## src/rtl/pixel_cfg_pkg.sv

```systemverilog
// Widths, field positions, status bit indices, types and sequencer states
`default_nettype none

package pixel_cfg_pkg;

  // Sizes --------------------
  localparam int CFG_WORDS  = 16;   // Configuration array depth
  localparam int CHAIN_BITS = 256;  // Serial chain length, CFG_WORDS x 16
  localparam int CAP_WORDS  = 8;    // Captured 32-bit words

  typedef logic [23:0]           operand_t;     // SW operand and static register
  typedef logic [31:0]           data_word_t;   // Read data and status
  typedef logic [15:0]           array_word_t;
  typedef logic [3:0]            array_addr_t;
  typedef logic [2:0]            cap_addr_t;
  typedef logic [6:0]            period_t;      // Configclk period, delay, sample
  typedef logic [CHAIN_BITS-1:0] chain_t;
  typedef logic [8:0]            shift_cnt_t;

  // Static register 0 fields --------------------
  localparam int FAST_PERIOD_LSB   = 0;
  localparam int FAST_PERIOD_MSB   = 6;
  localparam int SUPER_PIX_SEL_BIT = 7;

  // Execute operand fields --------------------
  localparam int TEST_DELAY_LSB          = 0;
  localparam int TEST_DELAY_MSB          = 6;
  localparam int TEST_SAMPLE_LSB         = 7;
  localparam int TEST_SAMPLE_MSB         = 13;
  localparam int TEST_NUMBER_LSB         = 14;
  localparam int TEST_NUMBER_MSB         = 17;
  localparam int TEST_LOOPBACK_BIT       = 18;  // Capture config_in instead of config_out
  localparam int TEST_MASK_RESET_NOT_BIT = 23;  // Skip the reset_not pulse
  localparam int ADDR_LSB                = 16;  // Read/write address starts here

  localparam logic [3:0] TEST_SHIFT_CHAIN = 4'd1;

  // Status word bits --------------------
  localparam int ST_RESET    = 0;
  localparam int ST_W_STATIC = 1;
  localparam int ST_R_STATIC = 2;
  localparam int ST_W_ARRAY  = 5;
  localparam int ST_R_ARRAY  = 6;
  localparam int ST_R_DATA   = 9;
  localparam int ST_EXECUTE  = 11;
  localparam int ST_DONE     = 12;
  localparam int ST_ERROR    = 31;

  typedef enum logic [1:0] {
    SEQ_IDLE,       // Pins parked at 0
    SEQ_RESET_NOT,  // One configclk period with reset_not low
    SEQ_SHIFT,      // Chain shifting
    SEQ_DONE
  } seq_state_t;

endpackage

`default_nettype wire

```

## src/rtl/command_decoder.sv

```systemverilog
// Op-code gating by device enable and chain test start with latched test fields
`default_nettype none
`timescale 1ns/100ps

module command_decoder (
  input  logic                   fw_axi_clk,
  input  logic                   op_code_w_reset,
  input  logic                   fw_dev_id_enable,
  input  logic                   fw_op_code_w_cfg_static_0,
  input  logic                   fw_op_code_r_cfg_static_0,
  input  logic                   fw_op_code_w_cfg_array_0,
  input  logic                   fw_op_code_r_cfg_array_0,
  input  logic                   fw_op_code_r_data_array_0,
  input  logic                   fw_op_code_w_status_clear,
  input  logic                   fw_op_code_w_execute,
  input  pixel_cfg_pkg::operand_t sw_write24_0,
  output logic                   wr_static,
  output logic                   rd_static,
  output logic                   wr_array,
  output logic                   rd_array,
  output logic                   rd_data,
  output logic                   status_clear,
  output logic                   execute,
  output logic                   test_start,
  output pixel_cfg_pkg::period_t test_delay,
  output pixel_cfg_pkg::period_t test_sample,
  output logic                   test_loopback,
  output logic                   test_mask_reset_not
);
  import pixel_cfg_pkg::*;

  logic execute_q;   // Previous gated execute
  logic chain_exec;  // Rising execute for the chain test

  // Only the enabled device sees the strobes
  assign wr_static    = fw_dev_id_enable & fw_op_code_w_cfg_static_0;
  assign rd_static    = fw_dev_id_enable & fw_op_code_r_cfg_static_0;
  assign wr_array     = fw_dev_id_enable & fw_op_code_w_cfg_array_0;
  assign rd_array     = fw_dev_id_enable & fw_op_code_r_cfg_array_0;
  assign rd_data      = fw_dev_id_enable & fw_op_code_r_data_array_0;
  assign status_clear = fw_dev_id_enable & fw_op_code_w_status_clear;
  assign execute      = fw_dev_id_enable & fw_op_code_w_execute;

  assign chain_exec = execute & ~execute_q
                    & (sw_write24_0[TEST_NUMBER_MSB:TEST_NUMBER_LSB] == TEST_SHIFT_CHAIN);

  always_ff @(posedge fw_axi_clk) begin
    if (op_code_w_reset) begin
      execute_q           <= 1'b0;
      test_start          <= 1'b0;
      test_delay          <= '0;
      test_sample         <= '0;
      test_loopback       <= 1'b0;
      test_mask_reset_not <= 1'b0;
    end else begin
      execute_q  <= execute;
      test_start <= chain_exec;  // One-cycle pulse
      if (chain_exec) begin      // Fields held for the whole test
        test_delay          <= sw_write24_0[TEST_DELAY_MSB:TEST_DELAY_LSB];
        test_sample         <= sw_write24_0[TEST_SAMPLE_MSB:TEST_SAMPLE_LSB];
        test_loopback       <= sw_write24_0[TEST_LOOPBACK_BIT];
        test_mask_reset_not <= sw_write24_0[TEST_MASK_RESET_NOT_BIT];
      end
    end
  end

  // Software issues at most one op-code per cycle
  a_one_strobe: assert property (@(posedge fw_axi_clk) disable iff (op_code_w_reset)
    $onehot0({wr_static, rd_static, wr_array, rd_array, rd_data, status_clear, execute}));

endmodule

`default_nettype wire

```

## src/rtl/config_regs.sv

```systemverilog
// Static register 0 and the configuration word array written by software
`default_nettype none
`timescale 1ns/100ps

module config_regs (
  input  logic                      fw_axi_clk,
  input  logic                      op_code_w_reset,
  input  logic                      wr_static,
  input  logic                      wr_array,
  input  pixel_cfg_pkg::operand_t    sw_write24_0,
  output pixel_cfg_pkg::operand_t    static_0,
  output pixel_cfg_pkg::array_word_t cfg_array [pixel_cfg_pkg::CFG_WORDS]
);
  import pixel_cfg_pkg::*;

  array_addr_t wr_addr;  // Operand bits 19:16

  assign wr_addr = sw_write24_0[ADDR_LSB +: $bits(array_addr_t)];

  always_ff @(posedge fw_axi_clk) begin
    if (op_code_w_reset) begin
      static_0 <= '0;
      for (int i = 0; i < CFG_WORDS; i++) begin
        cfg_array[i] <= '0;
      end
    end else begin
      if (wr_static) begin
        static_0 <= sw_write24_0;  // Visible to a read in the next cycle
      end
      if (wr_array) begin
        cfg_array[wr_addr] <= sw_write24_0[$bits(array_word_t)-1:0];  // Low half is data
      end
    end
  end

endmodule

`default_nettype wire

```

## src/rtl/configclk_generator.sv

```systemverilog
// Period counter and fast configuration clock
`default_nettype none
`timescale 1ns/100ps

module configclk_generator (
  input  logic                   fw_axi_clk,
  input  logic                   op_code_w_reset,
  input  pixel_cfg_pkg::period_t period,
  output pixel_cfg_pkg::period_t clk_counter,
  output logic                   configclk
);
  import pixel_cfg_pkg::*;

  // Counts 0..period, so one configclk is period+1 cycles
  always_ff @(posedge fw_axi_clk) begin
    if (op_code_w_reset || clk_counter >= period) begin
      clk_counter <= '0;
    end else begin
      clk_counter <= clk_counter + 1'b1;
    end
  end

  // High in the upper half of the count
  assign configclk = (clk_counter > (period >> 1));

  // Counter never passes a settled period
  a_cnt_wrap: assert property (@(posedge fw_axi_clk) disable iff (op_code_w_reset)
    $stable(period) |-> (clk_counter <= period));

endmodule

`default_nettype wire

```

## src/rtl/config_shift_sequencer.sv

```systemverilog
// Chain test FSM, serial shift register and ASIC pin drive
`default_nettype none
`timescale 1ns/100ps

module config_shift_sequencer (
  input  logic                      fw_axi_clk,
  input  logic                      op_code_w_reset,
  input  logic                      test_start,
  input  pixel_cfg_pkg::period_t     test_delay,
  input  pixel_cfg_pkg::period_t     test_sample,
  input  logic                      test_mask_reset_not,
  input  pixel_cfg_pkg::period_t     period,
  input  pixel_cfg_pkg::period_t     clk_counter,
  input  logic                      configclk,
  input  pixel_cfg_pkg::array_word_t cfg_array [pixel_cfg_pkg::CFG_WORDS],
  input  logic                      super_pixel_sel,
  output logic                      shift_window,
  output logic                      seq_done,
  output logic                      seq_error,
  output logic                      fw_super_pixel_sel,
  output logic                      fw_config_clk,
  output logic                      fw_reset_not,
  output logic                      fw_config_in,
  output logic                      fw_config_load
);
  import pixel_cfg_pkg::*;

  seq_state_t state;
  chain_t     chain;       // Bit 0 drives config_in
  shift_cnt_t shift_cnt;   // Completed shift periods
  logic       start_pend;  // Waiting for the period boundary
  logic       cfg_err;
  logic       period_end;

  assign cfg_err    = (test_delay == '0) || (test_delay > period) || (test_sample >= test_delay);
  assign period_end = (clk_counter == period);

  // FSM --------------------
  always_ff @(posedge fw_axi_clk) begin
    if (op_code_w_reset) begin
      state      <= SEQ_IDLE;
      start_pend <= 1'b0;
      seq_error  <= 1'b0;
      shift_cnt  <= '0;
    end else if (test_start) begin
      state      <= SEQ_IDLE;  // Drops seq_done for the new run
      start_pend <= 1'b1;
      seq_error  <= cfg_err;
      shift_cnt  <= '0;
    end else begin
      case (state)
        SEQ_IDLE: begin
          if (start_pend && seq_error) begin
            state      <= SEQ_DONE;  // Bad config, nothing shifted
            start_pend <= 1'b0;
          end else if (start_pend && period_end) begin
            state      <= test_mask_reset_not ? SEQ_SHIFT : SEQ_RESET_NOT;
            start_pend <= 1'b0;      // Next state begins at counter 0
          end
        end
        SEQ_RESET_NOT: begin
          if (period_end) begin
            state <= SEQ_SHIFT;
          end
        end
        SEQ_SHIFT: begin
          if (period_end) begin
            shift_cnt <= shift_cnt + 1'b1;
            if (shift_cnt == shift_cnt_t'(CHAIN_BITS - 1)) begin
              state <= SEQ_DONE;
            end
          end
        end
        default: state <= state;  // SEQ_DONE holds until the next start
      endcase
    end
  end

  // Chain payload --------------------
  always_ff @(posedge fw_axi_clk) begin
    if (test_start) begin
      for (int i = 0; i < CFG_WORDS; i++) begin
        chain[i*$bits(array_word_t) +: $bits(array_word_t)] <= cfg_array[i];  // Word 0 in LSBs
      end
    end else if (state == SEQ_SHIFT && clk_counter == test_delay) begin
      chain <= {1'b0, chain[CHAIN_BITS-1:1]};  // Once per period
    end
  end

  assign shift_window = (state == SEQ_SHIFT);
  assign seq_done     = (state == SEQ_DONE);

  // Pins parked at 0 while idle
  always_comb begin
    fw_super_pixel_sel = 1'b0;
    fw_config_clk      = 1'b0;
    fw_reset_not       = 1'b0;
    fw_config_in       = 1'b0;
    fw_config_load     = 1'b0;
    if (state != SEQ_IDLE) begin
      fw_super_pixel_sel = super_pixel_sel;
      fw_config_clk      = (state == SEQ_SHIFT) & configclk;
      fw_reset_not       = (state != SEQ_RESET_NOT);
      fw_config_in       = chain[0];
      fw_config_load     = (state != SEQ_SHIFT);  // Low selects shift mode
    end
  end

  a_shift_cnt_max: assert property (@(posedge fw_axi_clk) disable iff (op_code_w_reset)
    (state == SEQ_SHIFT) |-> (shift_cnt < shift_cnt_t'(CHAIN_BITS)));

endmodule

`default_nettype wire

```

## src/rtl/result_readout.sv

```systemverilog
// Capture register, sticky status word and read data multiplexer
`default_nettype none
`timescale 1ns/100ps

module result_readout (
  input  logic                      fw_axi_clk,
  input  logic                      op_code_w_reset,
  input  logic                      wr_static,
  input  logic                      rd_static,
  input  logic                      wr_array,
  input  logic                      rd_array,
  input  logic                      rd_data,
  input  logic                      status_clear,
  input  logic                      execute,
  input  pixel_cfg_pkg::operand_t    sw_write24_0,
  input  pixel_cfg_pkg::operand_t    static_0,
  input  pixel_cfg_pkg::array_word_t cfg_array [pixel_cfg_pkg::CFG_WORDS],
  input  logic                      shift_window,
  input  pixel_cfg_pkg::period_t     clk_counter,
  input  pixel_cfg_pkg::period_t     test_sample,
  input  logic                      test_loopback,
  input  logic                      fw_config_in,
  input  logic                      fw_config_out,
  input  logic                      seq_done,
  input  logic                      seq_error,
  output pixel_cfg_pkg::data_word_t  fw_read_data32,
  output pixel_cfg_pkg::data_word_t  fw_read_status32
);
  import pixel_cfg_pkg::*;

  chain_t      cap_reg;    // Returned bits, newest at MSB
  array_addr_t arr_addr;
  array_addr_t arr_next;   // Wraps 15 -> 0
  logic [7:0]  rd_index;   // Operand bits 23:16
  cap_addr_t   cap_addr;
  logic        cap_bit;
  logic        done_q;
  logic        done_rise;

  assign arr_addr  = sw_write24_0[ADDR_LSB +: $bits(array_addr_t)];
  assign arr_next  = arr_addr + 1'b1;
  assign rd_index  = sw_write24_0[$bits(operand_t)-1:ADDR_LSB];
  assign cap_addr  = rd_index[$bits(cap_addr_t)-1:0];
  assign cap_bit   = test_loopback ? fw_config_in : fw_config_out;
  assign done_rise = seq_done & ~done_q;

  // Capture --------------------
  always_ff @(posedge fw_axi_clk) begin
    if (shift_window && clk_counter == test_sample) begin
      cap_reg <= {cap_bit, cap_reg[CHAIN_BITS-1:1]};  // Sampled before the shift edge
    end
  end

  // Status --------------------
  always_ff @(posedge fw_axi_clk) begin
    if (op_code_w_reset) begin
      fw_read_status32           <= '0;
      fw_read_status32[ST_RESET] <= 1'b1;
      done_q                     <= 1'b0;
    end else begin
      done_q <= seq_done;
      if (status_clear) begin
        fw_read_status32 <= '0;
      end else begin
        if (wr_static) fw_read_status32[ST_W_STATIC] <= 1'b1;
        if (rd_static) fw_read_status32[ST_R_STATIC] <= 1'b1;
        if (wr_array)  fw_read_status32[ST_W_ARRAY]  <= 1'b1;
        if (rd_array)  fw_read_status32[ST_R_ARRAY]  <= 1'b1;
        if (rd_data)   fw_read_status32[ST_R_DATA]   <= 1'b1;
        if (execute)   fw_read_status32[ST_EXECUTE]  <= 1'b1;
        if (done_rise) begin
          fw_read_status32[ST_DONE] <= 1'b1;
          if (seq_error) begin
            fw_read_status32[ST_ERROR] <= 1'b1;  // Sticky until cleared
          end
        end else if (!seq_done) begin
          fw_read_status32[ST_DONE] <= 1'b0;     // New run started
        end
      end
    end
  end

  // Same-cycle read path
  always_comb begin
    fw_read_data32 = '0;
    if (rd_static) begin
      fw_read_data32 = data_word_t'(static_0);  // Zero padded
    end else if (rd_array) begin
      fw_read_data32 = {cfg_array[arr_next], cfg_array[arr_addr]};
    end else if (rd_data && rd_index < CAP_WORDS) begin
      fw_read_data32 = cap_reg[cap_addr*$bits(data_word_t) +: $bits(data_word_t)];
    end
  end

endmodule

`default_nettype wire

```

## src/rtl/pixel_cfg_top.sv

```systemverilog
// Top level of the pixel configuration tester firmware
`default_nettype none
`timescale 1ns/100ps

module pixel_cfg_top (
  input  logic                     fw_axi_clk,
  input  logic                     op_code_w_reset,
  input  logic                     fw_dev_id_enable,
  input  logic                     fw_op_code_w_cfg_static_0,
  input  logic                     fw_op_code_r_cfg_static_0,
  input  logic                     fw_op_code_w_cfg_array_0,
  input  logic                     fw_op_code_r_cfg_array_0,
  input  logic                     fw_op_code_r_data_array_0,
  input  logic                     fw_op_code_w_status_clear,
  input  logic                     fw_op_code_w_execute,
  input  pixel_cfg_pkg::operand_t   sw_write24_0,
  output pixel_cfg_pkg::data_word_t fw_read_data32,
  output pixel_cfg_pkg::data_word_t fw_read_status32,
  output logic                     fw_super_pixel_sel,
  output logic                     fw_config_clk,
  output logic                     fw_reset_not,
  output logic                     fw_config_in,
  output logic                     fw_config_load,
  input  logic                     fw_config_out
);
  import pixel_cfg_pkg::*;

  logic        wr_static, rd_static, wr_array, rd_array, rd_data, status_clear, execute;
  logic        test_start, test_loopback, test_mask_reset_not;
  period_t     test_delay, test_sample, period, clk_counter;
  operand_t    static_0;
  array_word_t cfg_array [CFG_WORDS];
  logic        super_pixel_sel, configclk;
  logic        shift_window, seq_done, seq_error;

  // Static register 0 fields
  assign period          = static_0[FAST_PERIOD_MSB:FAST_PERIOD_LSB];
  assign super_pixel_sel = static_0[SUPER_PIX_SEL_BIT];

  command_decoder decode_i (
    .fw_axi_clk, .op_code_w_reset, .fw_dev_id_enable,
    .fw_op_code_w_cfg_static_0, .fw_op_code_r_cfg_static_0,
    .fw_op_code_w_cfg_array_0, .fw_op_code_r_cfg_array_0,
    .fw_op_code_r_data_array_0, .fw_op_code_w_status_clear,
    .fw_op_code_w_execute, .sw_write24_0,
    .wr_static, .rd_static, .wr_array, .rd_array, .rd_data, .status_clear, .execute,
    .test_start, .test_delay, .test_sample, .test_loopback, .test_mask_reset_not
  );

  config_regs regs_i (
    .fw_axi_clk, .op_code_w_reset, .wr_static, .wr_array, .sw_write24_0,
    .static_0, .cfg_array
  );

  configclk_generator clkgen_i (
    .fw_axi_clk, .op_code_w_reset, .period, .clk_counter, .configclk
  );

  config_shift_sequencer seq_i (
    .fw_axi_clk, .op_code_w_reset, .test_start, .test_delay, .test_sample,
    .test_mask_reset_not, .period, .clk_counter, .configclk, .cfg_array,
    .super_pixel_sel, .shift_window, .seq_done, .seq_error,
    .fw_super_pixel_sel, .fw_config_clk, .fw_reset_not, .fw_config_in, .fw_config_load
  );

  result_readout readout_i (
    .fw_axi_clk, .op_code_w_reset,
    .wr_static, .rd_static, .wr_array, .rd_array, .rd_data, .status_clear, .execute,
    .sw_write24_0, .static_0, .cfg_array, .shift_window, .clk_counter,
    .test_sample, .test_loopback, .fw_config_in, .fw_config_out,
    .seq_done, .seq_error, .fw_read_data32, .fw_read_status32
  );

endmodule

`default_nettype wire

```

## config.mk

```make
export PLATFORM = sky130hd
export DESIGN_NAME = pixel_cfg_top
export DESIGN_NICKNAME = d
export VERILOG_FILES = /design/src/rtl/pixel_cfg_pkg.sv /design/src/rtl/command_decoder.sv /design/src/rtl/config_regs.sv /design/src/rtl/configclk_generator.sv /design/src/rtl/config_shift_sequencer.sv /design/src/rtl/result_readout.sv /design/src/rtl/pixel_cfg_top.sv
export SDC_FILE = /design/constraint.sdc
export NUM_CORES = 1
export LEC_CHECK = 0
export BUFFER_PORTS_ARGS = -buffer_cell sky130_fd_sc_hd__buf_2
export CAP_MARGIN = 10
export CELL_PAD_IN_SITES_DETAIL_PLACEMENT = 1
export CELL_PAD_IN_SITES_GLOBAL_PLACEMENT = 2
export CORE_MARGIN = 2
export CORE_UTILIZATION = 30
export DETAILED_ROUTE_END_ITERATION = 12
export PLACE_DENSITY = 0.67
export SYNTH_ARGS = -nofsm -noshare
export SYNTH_HDL_FRONTEND = slang
export SYNTH_SLANG_ARGS = --single-unit
```

## constraint.sdc

```tcl
create_clock -name fw_axi_clk -period 14.7 [get_ports fw_axi_clk]
set_input_delay 0.735 -clock fw_axi_clk [delete_from_list [all_inputs] [get_ports fw_axi_clk]]
set_output_delay 0.735 -clock fw_axi_clk [all_outputs]
set_load 0.01 [all_outputs]
```

After elaboration in Yosys (flattened, before gate mapping)
Cells that the tools add are included.
{ "totals": {"word_cells": 137, "reg_bits": 840, "output_inout_bits": 69} }
{ "classes": {"n_shift": 1, "n_eq_ne": 15, "n_mux": 33, "n_addsub": 3, "n_lt_le_gt_ge": 8, "reduce_logical": 22, "bitwise_logic": 15} }
{ "ops": {"columns": ["op", "n"], "rows": [
  ["256-bit two-way mux", 2],
  ["256-bit bitwise mux", 1],
  ["256-bit by 9-bit variable part select with 32-bit output", 1],
  ["16-bit binary-select mux with 4-bit select", 2],
  ["32-bit two-way mux", 3],
  ["16-bit two-way mux", 5],
  ["16-bit demux with 4-bit select", 1],
  ["7-bit equality test", 3],
  ["7-bit >= comparator", 2],
  ["1-bit two-way mux", 12],
  ["2-bit two-way mux", 6],
  ["1-bit AND", 11],
  ["5-bit >= comparator, second input constant", 2],
  ["4-bit inverter with 5-bit output", 2],
  ["9-bit by 1-bit adder with 9-bit output, second input constant", 1],
  ["9-bit by 8-bit equality test with 1-bit output, second input constant", 1],
  ["8-bit by 4-bit < comparator with 1-bit output, second input constant", 1],
  ["2-bit inequality test, second input constant", 4],
  ["7-bit by 1-bit adder with 7-bit output, second input constant", 1],
  ["7-bit by 6-bit greater-than comparator with 1-bit output", 1],
  ["7-bit greater-than comparator", 1],
  ["7-bit zero test", 1],
  ["1-bit logical AND", 6],
  ["2-bit one-hot mux with 3 select lines", 1],
  ["other kinds (15)", 26]
]} }

Logic depth before layout (Yosys ltp)
{ "logic_depth": {"depth_word": 7, "ltp_mapped": 13, "ltp_nobuf": 8} }

By module
A second synthesis with hierarchy kept.
{ "unflattened": {"hier_cells": 2754, "area_unflattened_um2": 39303.9} }
{ "modules_own_cells": {"columns": ["module", "area_per_inst_um2", "cells_per_inst", "n_inst", "seq_area_each_um2"], "rows": [
  ["result_readout", 15030.7, 943, 1, 7887.6],
  ["config_shift_sequencer", 11925.2, 692, 1, 7947.6],
  ["config_regs", 10904.2, 971, 1, 5605.4],
  ["command_decoder", 837.1, 82, 1, 360.3],
  ["configclk_generator", 606.8, 66, 1, 140.1]
]} }

Least setup slack after synthesis
OpenSTA, ideal clock, no wires.
{ "synth_path": {"path_type": "flip-flop to flip-flop", "startpoint": "register clkgen_i.clk_counter[3]", "endpoint": "register readout_i.cap_reg[0], enable pin", "setup_ns": 0.877, "slack_ns": 2.409, "path_stages_with_launch": 5, "arrival_time_ns": 11.414, "path_cell_list": "dfxtp_1 clkbuf_1 xnor2_1 nand4_1 nor2_1"} }
{ "synth_via": {"elab_chain_cells": 2} }
{ "synth_lines": {"columns": ["element", "line_no", "source"], "rows": [
  ["from (decl)", "configclk_generator.sv:9", "output pixel_cfg_pkg::period_t clk_counter,"],
  ["from (signal assigned)", "configclk_generator.sv:19", "clk_counter <= clk_counter + 1'b1;"],
  ["7-bit equality test", "result_readout.sv:49", "if (shift_window && clk_counter == test_sample) begin"],
  ["1-bit logical AND", "result_readout.sv:49", null],
  ["to (signal assigned)", "result_readout.sv:50", "cap_reg <= {cap_bit, cap_reg[CHAIN_BITS-1:1]};"],
  ["to (decl)", "result_readout.sv:31", "chain_t cap_reg;"]
]} }
Every way passes these cells.
A chain may end at the register's enable or synchronous reset.

Worst setup path in the final report
{ "layout_path": {"startpoint": "input port sw_write24_0[16]", "endpoint": "output port fw_read_data32[24]"} }
{ "layout_via": {"elab_chain_cells": 7} }
{ "layout_lines": {"columns": ["element", "line_no", "source"], "rows": [
  ["from (decl)", "pixel_cfg_top.sv:16", "input pixel_cfg_pkg::operand_t sw_write24_0,"],
  ["4-bit by 1-bit adder with 4-bit output", "result_readout.sv:41", "assign arr_next = arr_addr + 1'b1;"],
  ["4-bit inverter with 5-bit output (not written as such)", "result_readout.sv:89", "fw_read_data32 = {cfg_array[arr_next], cfg_array[arr_addr]};"],
  ["16-bit binary-select mux with 4-bit select", "result_readout.sv:89", null],
  ["16-bit two-way mux (not written as such) (2 in series)", "result_readout.sv:89", null],
  ["32-bit two-way mux *", "result_readout.sv:88", "end else if (rd_array) begin"],
  ["32-bit two-way mux *", "result_readout.sv:86", "if (rd_static) begin"],
  ["to (decl)", "pixel_cfg_top.sv:17", "output pixel_cfg_pkg::data_word_t fw_read_data32,"]
]} }
Every way passes the cells marked *; elsewhere a longest branch is shown, timed or not. The select of a mux whose other input is x is not followed.

==> metrics <==
period utilisation layout=39.1%; largest net degree at the start of global routing=around 160; Syn. warnings=0; I/O pin count=approximately 100; routed wire length=approximately 130 mm; Worst EP required=roughly 14 ns; first-pass GRT wire length=183 mm; Site Rows=around 130; CP cell instances=buf_8 -> buf_4 -> buf_4 -> buf_4 -> mux4_2 -> mux2i_1 -> o221ai_1 -> buf_2; synthesized area=between 30000 and 40000 µm²; Fin. Hold Viols=0; HPWL after detailed placement=a little over 80 mm; Final GP Congestion=~0.80; failing checks=DRC; most used cell, CP=buf_4; Max Fclk=174 MHz; Worst Hold Launch=fw_op_code_r_data_array_0; GRT Total Usage=about a fifth; post-CTS resize count=0; pre-CTS setup slack=roughly 9 ns; starting density of the core=30.2%; post-synthesis xor/xnor area fraction=0.632%; Worst path max stage delay=~0.81 ns; Critical Path Source=sw_write24_0[16]; Main synth FF type=edfxtp_1; Die Width=357 µm; vias in the first global route=between 20000 and 25000; drt drc=16; Leakage Power=around 0.014 µW; Post-Route Utilization=between 30% and 40%; Final Max Slew Viols=0; worst setup slack after layout=~9.0 ns; Core Region=124000 µm²; Critical Path AT=around 5 ns; Crit Path Max Fanout=53; Final ANT Viol Nets=0; Worst-Margin Slew=around 1.3 ns; clk slew on worst S/H paths=roughly 0.060 ns; register area=~22000 µm²; Max Buffers Root-to-Sink=3; syn avg cell area=between 10 and 15 µm²; hold_buf cts=0; CTS Buf Count=97; mux cell area share after synthesis=a little over a fifth; Gate Count Post-Synth=approximately 2900; wire per inst=approximately 27 µm; Final #Nets=between 2000 and 3000; max-cap viol count=0; Die Ht=357 µm; hold path cells=3; R2R depth=7; area growth from synthesis to layout=14.1%; Compound-Gate Fraction of Synth Area=between 6 and 7%; register area share after synthesis=58.6%; Hold WS=around 0.33 ns; FF-to-FF Start=seq_i.state[0]; Initial DRC Count=2300; share of cells above drive strength 1=between 20% and 30%; CP max-delay cell=buf_4; highest ir drop seen on vdd=between 0.0001 and 0.00015 V; Vias=24305; grt ovf=0; Slew HR=12.4%; CTS tree=done; async set-or-reset flop fraction in the synthesized netlist=0%; length of the first detailed-routing pass in iterations=11; Clk Tree Root Cell=clkbuf_16; Final Skew=around 0.022 ns; Post-CTS Setup Bufs=0; critical path class=input pin to output pin; Synth Register Bits=840; Synth cell types=57; RSZ-0062 raised after global routing=false; Skew-Pair Late Insertion Delay=just under 0.7 ns; DIE AREA=~130000 µm²; H-tree Lvls=3; multi-input logic area=about 14000 µm²; Setup Total Neg Slack=0 ns; largest family of logic cells by synthesized area=multiplexers; status=finished, violations left; Startpoint Class=input pin; adder-cell share of the synthesized area=under 10%; Final min period=roughly 5.7 ns; clk sinks=840; worst hold path class=input pin to register; Post-Synth Simple-Gate Area=under 10%; EDFF count, synth=between 500 and 600; FILL cells=between 10000 and 15000; # setup viols final=0; via-per-instance ratio=~5.2; PortBufs=80; crit path capture type=output pin; initial antenna violation count=12; P per Cell Area=approximately 150 nW/µm²
[per-stage QoR]
stage,instances,area [µm²],power (µW)
after floorplan,2930,37500,3590
after global placement,4453,39400,3790
after detailed placement,4454,39400,3800
after CTS,4637,42700,6370
after global routing,4637,42700,6530
final,4639,42700,6300
[synthesized netlist by cell type, drive strengths merged, types with 9 or more instances]
cell type  instances  area, µm²
a221o              9       90.1
buf               84        518
xor2              13        114
a22oi             16        120
a21o              17        130
clkbuf           158        594
nor2              69        259
nand3             30        150
edfxtp           512      15400
nor2b             11       68.8
xnor2             14        123
o22a              16        140
inv               25       93.8
dfxtp            328       6570
a21oi            300       1500
nand2            615       2310
mux4             176       3960
mux2             264       2970
o2111ai           16        140
mux2i            112       1120
ha                38        475
[layout by cell type (no fill, tap or decap), drive strengths merged, types with 13 or more instances in the layout]
cell / netlist / routed
nor2: 69 / 69
clkinv: 0 / 25
a22oi: 16 / 16
xnor2: 14 / 14
dfxtp: 328 / 328
mux2i: 112 / 112
xor2: 13 / 13
a21o: 17 / 17
clkbuf: 158 / 140
a21oi: 300 / 300
o2111ai: 16 / 16
mux2: 264 / 264
conb: 1 / 23
nand2: 615 / 615
mux4: 176 / 176
ha: 38 / 38
inv: 25 / 29
nand3: 30 / 30
o22a: 16 / 16
buf: 84 / 129
edfxtp: 512 / 512
[metal layers]
metal | wire [µm] | part of all wire [%] | GRT usage (%)
met1 | 56500 | 44 | 27.4
met2 | 56900 | 45 | 30.3
met4 | 5040 | 4.0 | 7.36
met5 | 51 | 0.040 | 0
met3 | 8420 | 6.6 | 4.10
[final timing paths]
check,end,slack [ns]
hold reg to reg,readout_i.cap_reg[183],0.44
setup / recovery,fw_read_data32[24],8.95
hold / removal,readout_i.fw_read_status32[9],0.33
setup reg to reg,readout_i.cap_reg[20],9.97
[report_power, final]
part | internal (µW) | switching (µW)
combinational | 252 | 368
sequential | 2970 | 164
clock | 1520 | 1030
[logic make-up after synthesis]
group,after synthesis
other,1
AOI/OAI and AO/OA,414
adders and majority gates,38
xor gates and xnor gates,27
DFF,840
and+or+nand+nor,769
muxes,552
buffers and inverters,267
[final cells by class]
class / instances / share of cell area, %
multi-input cells: 1823 / 33.9
repair buffers: 129 / 1.93
diodes: 2 / 0.0117
inverters: 25 / 0.220
flip-flops and latches: 840 / 51.4
well taps: 1637 / 4.80
clock inverters: 43 / 1.34
clock buffers: 140 / 6.47
[worst max-delay path, delay by kind of cell]
family                 cells  cell delay (ns)
buffers and inverters      5             2.71
multiplexers               2             1.02
AO/OA/AOI/OAI              1             0.47
(Power assumes the default switching activity.)
